## src/common/cluster_periph_pkg.sv

```systemverilog
// ********************
// shared bus structs, event layout and register map of the cluster peripherals
// only address bits [7:0] are decoded by the slaves
// ********************
package cluster_periph_pkg;

  localparam int unsigned PER_ADDR_W = 32;
  localparam int unsigned PER_DATA_W = 32;
  localparam int unsigned PER_ID_W   = 5;

  // plain req/gnt/r_valid bus, wen low means write
  typedef struct packed {
    logic                  req;
    logic [PER_ADDR_W-1:0] add;
    logic                  wen;
    logic [PER_DATA_W-1:0] wdata;
    logic [3:0]            be;
    logic [PER_ID_W-1:0]   id;
  } periph_req_t;

  typedef struct packed {
    logic                  gnt;
    logic                  r_valid;
    logic [PER_DATA_W-1:0] r_rdata;
    logic [PER_ID_W-1:0]   r_id;
  } periph_rsp_t;

  // per-core event lines
  localparam int unsigned EVT_NUM     = 7;
  localparam int unsigned EVT_ACC_LSB = 0;
  localparam int unsigned EVT_DMA     = 4;
  localparam int unsigned EVT_DMA_IRQ = 5;
  localparam int unsigned EVT_TIMER   = 6;

  typedef logic [EVT_NUM-1:0] evt_vec_t;
  typedef logic [4:0]         irq_id_t;

  // slave port indices, the event unit owns two plugs
  localparam int unsigned NB_SPERIPHS     = 4;
  localparam int unsigned SPER_EOC_ID     = 0;
  localparam int unsigned SPER_TIMER_ID   = 1;
  localparam int unsigned SPER_EVENT_U_ID = 2;

  // register offsets
  localparam logic [7:0] CU_EOC          = 8'h00;
  localparam logic [7:0] CU_FETCH_EN     = 8'h08;
  localparam logic [7:0] CU_BOOT_BASE    = 8'h40;
  localparam logic [7:0] TIM_CFG         = 8'h00;
  localparam logic [7:0] TIM_CNT         = 8'h08;
  localparam logic [7:0] TIM_CMP         = 8'h10;
  localparam logic [7:0] EU_MASK_BASE    = 8'h00;
  localparam logic [7:0] EU_BUFFER_BASE  = 8'h40;
  localparam logic [7:0] EU_BUF_CLR_BASE = 8'h80;

endpackage

```

## src/control_unit/cluster_control_unit.sv

```systemverilog
// ********************
// eoc, fetch enable and boot address registers, full-word writes only
// byte enables are not honoured
// ********************
`timescale 1ns/1ps

module cluster_control_unit
  import cluster_periph_pkg::*;
#(
  parameter int unsigned NB_CORES  = 4,
  parameter logic [31:0] BOOT_ADDR = 32'h1C00_0000
) (
  input  logic                      clk_i,
  input  logic                      arst_n_i,
  input  periph_req_t               req_i,
  output periph_rsp_t               rsp_o,
  output logic                      eoc_o,
  output logic [NB_CORES-1:0]       fetch_enable_o,
  output logic [NB_CORES-1:0][31:0] boot_addr_o
);

  logic [7:0]            offs;
  logic                  wr_en;
  logic [PER_DATA_W-1:0] rdata_d;
  logic                  r_valid_q;
  logic [PER_ID_W-1:0]   r_id_q;
  logic [PER_DATA_W-1:0] r_rdata_q;

  assign offs  = req_i.add[7:0];
  assign wr_en = req_i.req & ~req_i.wen;

  always_ff @(posedge clk_i or negedge arst_n_i) begin
    if (!arst_n_i) begin
      eoc_o          <= 1'b0;
      fetch_enable_o <= '0;
      boot_addr_o    <= {NB_CORES{BOOT_ADDR}};
    end else if (wr_en) begin
      if (offs == CU_EOC) begin
        eoc_o <= req_i.wdata[0];
      end
      if (offs == CU_FETCH_EN) begin
        fetch_enable_o <= req_i.wdata[NB_CORES-1:0];
      end
      for (int c = 0; c < NB_CORES; c++) begin
        if (offs == CU_BOOT_BASE + 8'(4 * c)) begin
          boot_addr_o[c] <= req_i.wdata;
        end
      end
    end
  end

  // read mux, unmapped offsets return zero
  always_comb begin
    rdata_d = '0;
    if (offs == CU_EOC) begin
      rdata_d[0] = eoc_o;
    end
    if (offs == CU_FETCH_EN) begin
      rdata_d[NB_CORES-1:0] = fetch_enable_o;
    end
    for (int c = 0; c < NB_CORES; c++) begin
      if (offs == CU_BOOT_BASE + 8'(4 * c)) begin
        rdata_d = boot_addr_o[c];
      end
    end
  end

  always_ff @(posedge clk_i or negedge arst_n_i) begin
    if (!arst_n_i) begin
      r_valid_q <= 1'b0;
    end else begin
      r_valid_q <= req_i.req;
    end
  end

  // response payload, write responses carry zero data
  always_ff @(posedge clk_i) begin
    if (req_i.req) begin
      r_id_q    <= req_i.id;
      r_rdata_q <= req_i.wen ? rdata_d : '0;
    end
  end

  assign rsp_o = '{gnt: req_i.req, r_valid: r_valid_q, r_rdata: r_rdata_q, r_id: r_id_q};

endmodule

```

## src/timer/cluster_timer.sv

```systemverilog
// ********************
// 32-bit cycle counter, wraps to zero on compare match
// evt_o is high the cycle after the match
// ********************
`timescale 1ns/1ps

module cluster_timer
  import cluster_periph_pkg::*;
(
  input  logic        clk_i,
  input  logic        arst_n_i,
  input  periph_req_t req_i,
  output periph_rsp_t rsp_o,
  output logic        evt_o,
  output logic        busy_o
);

  logic [7:0]            offs;
  logic                  wr_en;
  logic                  en_q;
  logic [31:0]           cnt_q;
  logic [31:0]           cmp_q;
  logic [PER_DATA_W-1:0] rdata_d;
  logic                  r_valid_q;
  logic [PER_ID_W-1:0]   r_id_q;
  logic [PER_DATA_W-1:0] r_rdata_q;

  assign offs  = req_i.add[7:0];
  assign wr_en = req_i.req & ~req_i.wen;

  always_ff @(posedge clk_i or negedge arst_n_i) begin
    if (!arst_n_i) begin
      en_q  <= 1'b0;
      cnt_q <= '0;
      cmp_q <= '1;
      evt_o <= 1'b0;
    end else begin
      // match pulse, delayed one cycle
      evt_o <= en_q && (cnt_q == cmp_q);
      if (wr_en && offs == TIM_CNT) begin
        cnt_q <= req_i.wdata;
      end else if (en_q) begin
        cnt_q <= (cnt_q == cmp_q) ? '0 : cnt_q + 32'd1;
      end
      if (wr_en && offs == TIM_CFG) begin
        en_q <= req_i.wdata[0];
      end
      if (wr_en && offs == TIM_CMP) begin
        cmp_q <= req_i.wdata;
      end
    end
  end

  always_comb begin
    unique case (offs)
      TIM_CFG: rdata_d = {31'd0, en_q};
      TIM_CNT: rdata_d = cnt_q;
      TIM_CMP: rdata_d = cmp_q;
      default: rdata_d = '0;
    endcase
  end

  always_ff @(posedge clk_i or negedge arst_n_i) begin
    if (!arst_n_i) begin
      r_valid_q <= 1'b0;
    end else begin
      r_valid_q <= req_i.req;
    end
  end

  always_ff @(posedge clk_i) begin
    if (req_i.req) begin
      r_id_q    <= req_i.id;
      r_rdata_q <= req_i.wen ? rdata_d : '0;
    end
  end

  assign busy_o = en_q;
  assign rsp_o  = '{gnt: req_i.req, r_valid: r_valid_q, r_rdata: r_rdata_q, r_id: r_id_q};

endmodule

```

## src/event_unit/event_unit_irq.sv

```systemverilog
// ********************
// per-core event buffers and interrupt request
// a set in the same cycle as a clear wins
// ********************
`timescale 1ns/1ps

module event_unit_irq
  import cluster_periph_pkg::*;
#(
  parameter int unsigned NB_CORES = 4
) (
  input  logic                       clk_i,
  input  logic                       arst_n_i,
  input  evt_vec_t [NB_CORES-1:0]    events_i,
  input  evt_vec_t [NB_CORES-1:0]    mask_i,
  input  evt_vec_t [NB_CORES-1:0]    buf_clr_i,
  input  logic     [NB_CORES-1:0]    irq_ack_i,
  input  irq_id_t  [NB_CORES-1:0]    irq_ack_id_i,
  output evt_vec_t [NB_CORES-1:0]    buffer_o,
  output logic     [NB_CORES-1:0]    irq_req_o,
  output irq_id_t  [NB_CORES-1:0]    irq_id_o
);

  evt_vec_t [NB_CORES-1:0] ack_clr;
  evt_vec_t [NB_CORES-1:0] masked;

  // decode the acknowledged id into a clear mask
  always_comb begin
    for (int c = 0; c < NB_CORES; c++) begin
      for (int b = 0; b < EVT_NUM; b++) begin
        ack_clr[c][b] = irq_ack_i[c] && (irq_ack_id_i[c] == irq_id_t'(b));
      end
    end
  end

  always_ff @(posedge clk_i or negedge arst_n_i) begin
    if (!arst_n_i) begin
      buffer_o <= '0;
    end else begin
      for (int c = 0; c < NB_CORES; c++) begin
        buffer_o[c] <= (buffer_o[c] & ~(ack_clr[c] | buf_clr_i[c])) | events_i[c];
      end
    end
  end

  // lowest pending index has priority
  always_comb begin
    for (int c = 0; c < NB_CORES; c++) begin
      masked[c]    = buffer_o[c] & mask_i[c];
      irq_req_o[c] = |masked[c];
      irq_id_o[c]  = '0;
      for (int b = EVT_NUM - 1; b >= 0; b--) begin
        if (masked[c][b]) begin
          irq_id_o[c] = irq_id_t'(b);
        end
      end
    end
  end

endmodule

```

## src/event_unit/event_unit_regs.sv

```systemverilog
// ********************
// two plugs merged, plug 0 wins on collision
// holds the per-core masks and drives the buffer clear pulse
// ********************
`timescale 1ns/1ps

module event_unit_regs
  import cluster_periph_pkg::*;
#(
  parameter int unsigned NB_CORES = 4
) (
  input  logic                         clk_i,
  input  logic                         arst_n_i,
  input  periph_req_t [1:0]            plug_req_i,
  output periph_rsp_t [1:0]            plug_rsp_o,
  input  evt_vec_t    [NB_CORES-1:0]   buffer_i,
  output evt_vec_t    [NB_CORES-1:0]   mask_o,
  output evt_vec_t    [NB_CORES-1:0]   buf_clr_o
);

  logic                  sel_1;
  logic                  sel_q;
  periph_req_t           req_m;
  logic [7:0]            offs;
  logic                  wr_en;
  logic [PER_DATA_W-1:0] rdata_d;
  logic                  r_valid_q;
  logic [PER_ID_W-1:0]   r_id_q;
  logic [PER_DATA_W-1:0] r_rdata_q;

  // plug 1 only when it requests alone
  assign sel_1 = plug_req_i[1].req & ~plug_req_i[0].req;
  assign req_m = sel_1 ? plug_req_i[1] : plug_req_i[0];
  assign offs  = req_m.add[7:0];
  assign wr_en = req_m.req & ~req_m.wen;

  always_ff @(posedge clk_i or negedge arst_n_i) begin
    if (!arst_n_i) begin
      mask_o <= '0;
    end else if (wr_en) begin
      for (int c = 0; c < NB_CORES; c++) begin
        if (offs == EU_MASK_BASE + 8'(4 * c)) begin
          mask_o[c] <= req_m.wdata[EVT_NUM-1:0];
        end
      end
    end
  end

  // clear bits act on the edge of the granted write
  always_comb begin
    rdata_d = '0;
    for (int c = 0; c < NB_CORES; c++) begin
      buf_clr_o[c] = '0;
      if (wr_en && offs == EU_BUF_CLR_BASE + 8'(4 * c)) begin
        buf_clr_o[c] = req_m.wdata[EVT_NUM-1:0];
      end
      if (offs == EU_MASK_BASE + 8'(4 * c)) begin
        rdata_d[EVT_NUM-1:0] = mask_o[c];
      end
      if (offs == EU_BUFFER_BASE + 8'(4 * c)) begin
        rdata_d[EVT_NUM-1:0] = buffer_i[c];
      end
    end
  end

  always_ff @(posedge clk_i or negedge arst_n_i) begin
    if (!arst_n_i) begin
      r_valid_q <= 1'b0;
      sel_q     <= 1'b0;
    end else begin
      r_valid_q <= req_m.req;
      sel_q     <= sel_1;
    end
  end

  always_ff @(posedge clk_i) begin
    if (req_m.req) begin
      r_id_q    <= req_m.id;
      r_rdata_q <= req_m.wen ? rdata_d : '0;
    end
  end

  // response only towards the plug served last cycle
  always_comb begin
    plug_rsp_o                = '0;
    plug_rsp_o[0].gnt         = plug_req_i[0].req;
    plug_rsp_o[1].gnt         = sel_1;
    plug_rsp_o[sel_q].r_valid = r_valid_q;
    plug_rsp_o[sel_q].r_rdata = r_rdata_q;
    plug_rsp_o[sel_q].r_id    = r_id_q;
  end

endmodule

```

## src/hdl/cluster_periph_top.sv

```systemverilog
// ********************
// cluster peripherals: control unit, timer and event unit on four slave ports
// ********************
`timescale 1ns/1ps

module cluster_periph_top
  import cluster_periph_pkg::*;
#(
  parameter int unsigned NB_CORES  = 4,
  parameter logic [31:0] BOOT_ADDR = 32'h1C00_0000
) (
  input  logic                                 clk_i,
  input  logic                                 arst_n_i,
  input  periph_req_t [NB_SPERIPHS-1:0]        speriph_req_i,
  output periph_rsp_t [NB_SPERIPHS-1:0]        speriph_rsp_o,
  input  logic        [NB_CORES-1:0][3:0]      hwpe_events_i,
  input  logic                                 dma_cl_event_i,
  input  logic                                 dma_cl_irq_i,
  output logic        [NB_CORES-1:0]           irq_req_o,
  output irq_id_t     [NB_CORES-1:0]           irq_id_o,
  input  logic        [NB_CORES-1:0]           irq_ack_i,
  input  irq_id_t     [NB_CORES-1:0]           irq_ack_id_i,
  output logic                                 eoc_o,
  output logic        [NB_CORES-1:0]           fetch_enable_o,
  output logic        [NB_CORES-1:0][31:0]     boot_addr_o,
  output logic                                 busy_o
);

  logic                          timer_evt;
  evt_vec_t [NB_CORES-1:0]       core_events;
  evt_vec_t [NB_CORES-1:0]       eu_mask;
  evt_vec_t [NB_CORES-1:0]       eu_buf_clr;
  evt_vec_t [NB_CORES-1:0]       eu_buffer;

  // dma and timer events are common, accelerator events are per core
  always_comb begin
    for (int c = 0; c < NB_CORES; c++) begin
      core_events[c]                     = '0;
      core_events[c][EVT_ACC_LSB +: 4]   = hwpe_events_i[c];
      core_events[c][EVT_DMA]            = dma_cl_event_i;
      core_events[c][EVT_DMA_IRQ]        = dma_cl_irq_i;
      core_events[c][EVT_TIMER]          = timer_evt;
    end
  end

  // ********************
  // control unit
  // ********************
  cluster_control_unit #(
    .NB_CORES  ( NB_CORES  ),
    .BOOT_ADDR ( BOOT_ADDR )
  ) i_control_unit (
    .clk_i          ( clk_i                       ),
    .arst_n_i       ( arst_n_i                    ),
    .req_i          ( speriph_req_i[SPER_EOC_ID]  ),
    .rsp_o          ( speriph_rsp_o[SPER_EOC_ID]  ),
    .eoc_o          ( eoc_o                       ),
    .fetch_enable_o ( fetch_enable_o              ),
    .boot_addr_o    ( boot_addr_o                 )
  );

  // ********************
  // timer
  // ********************
  cluster_timer i_timer (
    .clk_i    ( clk_i                         ),
    .arst_n_i ( arst_n_i                      ),
    .req_i    ( speriph_req_i[SPER_TIMER_ID]  ),
    .rsp_o    ( speriph_rsp_o[SPER_TIMER_ID]  ),
    .evt_o    ( timer_evt                     ),
    .busy_o   ( busy_o                        )
  );

  // ********************
  // event unit
  // ********************
  event_unit_regs #(
    .NB_CORES ( NB_CORES )
  ) i_eu_regs (
    .clk_i      ( clk_i                                ),
    .arst_n_i   ( arst_n_i                             ),
    .plug_req_i ( speriph_req_i[SPER_EVENT_U_ID +: 2]  ),
    .plug_rsp_o ( speriph_rsp_o[SPER_EVENT_U_ID +: 2]  ),
    .buffer_i   ( eu_buffer                            ),
    .mask_o     ( eu_mask                              ),
    .buf_clr_o  ( eu_buf_clr                           )
  );

  event_unit_irq #(
    .NB_CORES ( NB_CORES )
  ) i_eu_irq (
    .clk_i        ( clk_i        ),
    .arst_n_i     ( arst_n_i     ),
    .events_i     ( core_events  ),
    .mask_i       ( eu_mask      ),
    .buf_clr_i    ( eu_buf_clr   ),
    .irq_ack_i    ( irq_ack_i    ),
    .irq_ack_id_i ( irq_ack_id_i ),
    .buffer_o     ( eu_buffer    ),
    .irq_req_o    ( irq_req_o    ),
    .irq_id_o     ( irq_id_o     )
  );

endmodule

```

## config.mk

```make
export PLATFORM = sky130hd
export DESIGN_NAME = cluster_periph_top
export DESIGN_NICKNAME = d
export VERILOG_FILES = /design/src/common/cluster_periph_pkg.sv /design/src/control_unit/cluster_control_unit.sv /design/src/timer/cluster_timer.sv /design/src/event_unit/event_unit_irq.sv /design/src/event_unit/event_unit_regs.sv /design/src/hdl/cluster_periph_top.sv
export SDC_FILE = /design/constraint.sdc
export NUM_CORES = 1
export LEC_CHECK = 0
export BUFFER_PORTS_ARGS = -buffer_cell sky130_fd_sc_hd__buf_2
export CAP_MARGIN = 25
export CORE_AREA = 2 2 258 260
export DETAILED_ROUTE_END_ITERATION = 6
export DIE_AREA = 0 0 260 262
export GPL_TIMING_DRIVEN = 0
export PLACE_DENSITY = 0.5
export SLEW_MARGIN = 20
export SYNTH_ARGS = -nofsm -noshare
export SYNTH_HDL_FRONTEND = slang
export SYNTH_SLANG_ARGS = --single-unit
```

## constraint.sdc

```tcl
create_clock -name clk_i -period 3.1 [get_ports clk_i]
set_clock_uncertainty 0.1 [all_clocks]
set_input_delay 0.93 -clock clk_i [delete_from_list [all_inputs] [get_ports clk_i]]
set_output_delay 0.93 -clock clk_i [all_outputs]
set_load 0.005 [all_outputs]
```

==> flow_metrics.tcl <==
set metrics [dict create \
    run_status "complete, no violations" \
    grt_pass1_wl_mm 89.5 \
    clkSlewWorstSetupHoldPaths_ns 0.06 \
    rsz0062_at_grt "no" \
    synth_cells 1439 \
    arrival_ns 3.34 \
    finalHoldViolCount 0 \
    ys.warnings.count 0 \
    slew_headroom_pct 38.3 \
    tritoncts "done" \
    criticalPathCategory "in -> reg" \
    clk_latency_ns 0.58 \
    dr.first_iter.drc_count 1029 \
    power.density_nw_per_um2 508 \
    ir_drop_mv 0.338 \
    crit_start "speriph_req_i[47]" \
    fmax_mhz 334 \
    multi_input_area_um2 7230 \
    vias 14000 \
    grt_pass1_vias 13900 \
    critical-path-top-delay-family "buffers and inverters" \
    r2r-start "i_timer.cnt_q[29]" \
    final_common_cell "buf_2" \
    synth.avg_cell_area_um2 11.8 \
    ys.flop_type "dfrtp_1" \
    total_power_uw 11200 \
    drv_cap 0 \
    cp_slowest_cell "nor4_1" \
    drc 0 \
    critPathBufInv 4 \
    antenna_found_initial 7 \
    grt_remaining_overflow 0 \
    cts.root.buffer_cell "clkbuf_16" \
    layout.cells.non_filler 2885 \
    path_cells "buf_2 -> nor4_1 -> and3_1 -> clkbuf_1 -> and2_1 -> clkbuf_1 -> buf_2 -> mux2_2" \
    grt.total_usage_pct 17.3 \
    ys_ff_latch 345 \
    synth_cell_type_count 74 \
    gp_congestion 0.881 \
    drv_slew 0 \
    end_kind "register" \
    first_pass_iters 5 \
    totalWireLength_mm 61.8 \
    grt_max_degree 90 \
    crit_fanout 10 \
    syn2layout_area_growth_pct 30.2 \
    tightest_slew_ns 0.915 \
    layout_common_cells "buf_2, dfrtp_1, mux2_2" \
    seqCellArea_um2 9120 \
    via_per_inst 4.85 \
    portBuffers 437 \
    wl_per_cell_um 21.4 \
    core_um2 65300 \
    slowest_delay_ns 0.53 \
    tns_ns 0 \
    seq_area_frac_synth_pct 53.9 \
    htreeDepth 2 \
    async_flop_share_pct 75.1 \
    layout.nets 2329 \
    synth-edff-count 86 \
    fillCellCount 6719 \
    hold_class "in -> async" \
    drive_gt1_share_pct 43.8 \
    dpl.hpwl_mm 46.7 \
    critPathLaunchType "input port" \
    p_leak_uw 0.0101 \
    place_inst 2804 \
    setup-violations-final 0 \
    start_util_pct 25.9 \
    ant_nets 0 \
    synth_area_um2 16900 \
    fin_hold_ws_ns 0.167 \
    post_cts_buffers 0 \
    clock-sinks 345 \
    rows 94 \
    numCtsBuffers 43 \
    cts_buffer_depth 3 \
    ios 658 \
    die_area_um2 68100 \
    chipHeight_um 262 \
    fin_crit_sh_pct 96.6 \
    fin_crit_ns 3.00 \
    required_ns 3.44 \
    die_x_um 260 \
]
final timing paths:
path,to,slack (ns),cells past startpoint
hold / removal,i_control_unit.boot_addr_o[89],0.17,1
setup reg to reg,i_timer.cnt_q[22],0.22,6
max in group asynchronous,i_eu_regs.mask_o[17],1.67,3
min in group clk_i,i_control_unit.r_id_q[2],0.42,1
hold reg to reg,i_control_unit.boot_addr_o[2],0.43,1
setup / recovery,i_control_unit.boot_addr_o[94],0.10,8
sequential cells by signal (all words and copies together), names as in the netlist:
name,flops
i_control_unit.boot_addr_o,128
i_control_unit.eoc_o,1
i_control_unit.fetch_enable_o,4
i_control_unit.r_id_q,5
i_control_unit.r_rdata_q,32
i_control_unit.r_valid_q,1
i_eu_irq.buffer_o,28
i_eu_regs.mask_o,28
i_eu_regs.r_id_q,5
i_eu_regs.r_rdata_q,7
i_eu_regs.r_valid_q,1
i_eu_regs.sel_q,1
i_timer.busy_o,1
i_timer.cmp_q,32
i_timer.cnt_q,32
i_timer.evt_o,1
i_timer.r_id_q,5
i_timer.r_rdata_q,32
i_timer.r_valid_q,1
metrics by stage:
stage               setup slack [ns]  instance area [um^2]  util [%]
finish                         0.105                 22000      33.8
global route                 0.00886                 22000      33.8
CTS                           0.0436                 22000      33.7
detailed placement            -0.768                 20600      31.5
global placement               -4.00                 20400      31.3
floorplan                      0.276                 17100         -
synthesized netlist by cell type (4+ instances only):
cell,n,share of area [%]
mux2_2,194,13
buf_4,68,3.0
xor2_1,50,2.6
a221oi_1,10,0.52
dfrtp_1,215,32
nor4_1,11,0.41
a21boi_0,32,1.4
and4_1,6,0.31
buf_2,14,0.41
dfstp_2,44,6.8
and3_1,8,0.30
o21ai_0,34,1.0
nor2b_1,25,0.92
inv_1,9,0.20
a31o_2,24,1.2
a22oi_1,49,2.2
and2_1,19,0.70
buf_1,11,0.24
or3_1,5,0.18
a22o_1,6,0.31
a31oi_1,16,0.59
nor3_1,12,0.35
nor2_1,52,1.2
nor3b_1,7,0.31
o22ai_1,7,0.26
nand3_1,21,0.62
nand3b_1,6,0.27
nand3_4,5,0.52
a222oi_1,28,1.7
a21oi_1,34,1.0
clkbuf_1,48,1.1
a31o_1,7,0.36
nand4_1,16,0.59
a32oi_1,4,0.21
o31ai_1,12,0.53
edfxtp_1,86,15
nand2_1,176,3.9
nor4b_1,4,0.21
o22a_1,6,0.31
nor4bb_1,8,0.47
power breakdown:
group	leakage, uW	switching (uW)	internal (uW)
clock network	0.000697	2100	3010
logic	0.00524	631	472
registers	0.00414	134	4840
total	0.0101	2870	8320
kinds of logic after synthesis:
logic type | synth area share, %
DFF | 53.9
and+or+nand+nor | 12.4
AOI/OAI and AO/OA | 12.9
other | 0.0221
xor gates and xnor gates | 2.74
buffers and inverters | 4.97
adders and majority gates | 0.0739
muxes | 13.1
metal layers:
layer  routed length (um)  GRT usage, %  part of all wire, %
met1                26900          23.6                   44
met2                29300          27.4                   47
met3                 3850          3.44                  6.2
met4                 1750          5.94                  2.8
met5                   16             0                0.026
worst reg2reg max path, stage by stage (launching register included):
cell     delay, ns
dfrtp_1       0.46
xor2_1        0.23
nor4_1        0.54
nand4_1       0.24
o21ai_0       0.78
o21ai_0       0.21
o22a_1        0.20
repair_timing:
item,CTS,global route
setup endpoints to repair,22,45
gates cloned,0,0
hold buffers,0,0
resized for setup,2,5
final cells by class:
cell class | instances | share of cell area, %
diodes | 2 | 0.0227
plain buffers | 140 | 3.62
clock buffers | 61 | 5.51
clock inverters | 19 | 0.999
inverters | 10 | 0.182
multi-input cells | 1000 | 32.8
flip-flops and latches | 345 | 41.4
well taps | 864 | 4.90
repair buffers | 444 | 10.6
No activity file was read; power rests on OpenSTA's default activity.
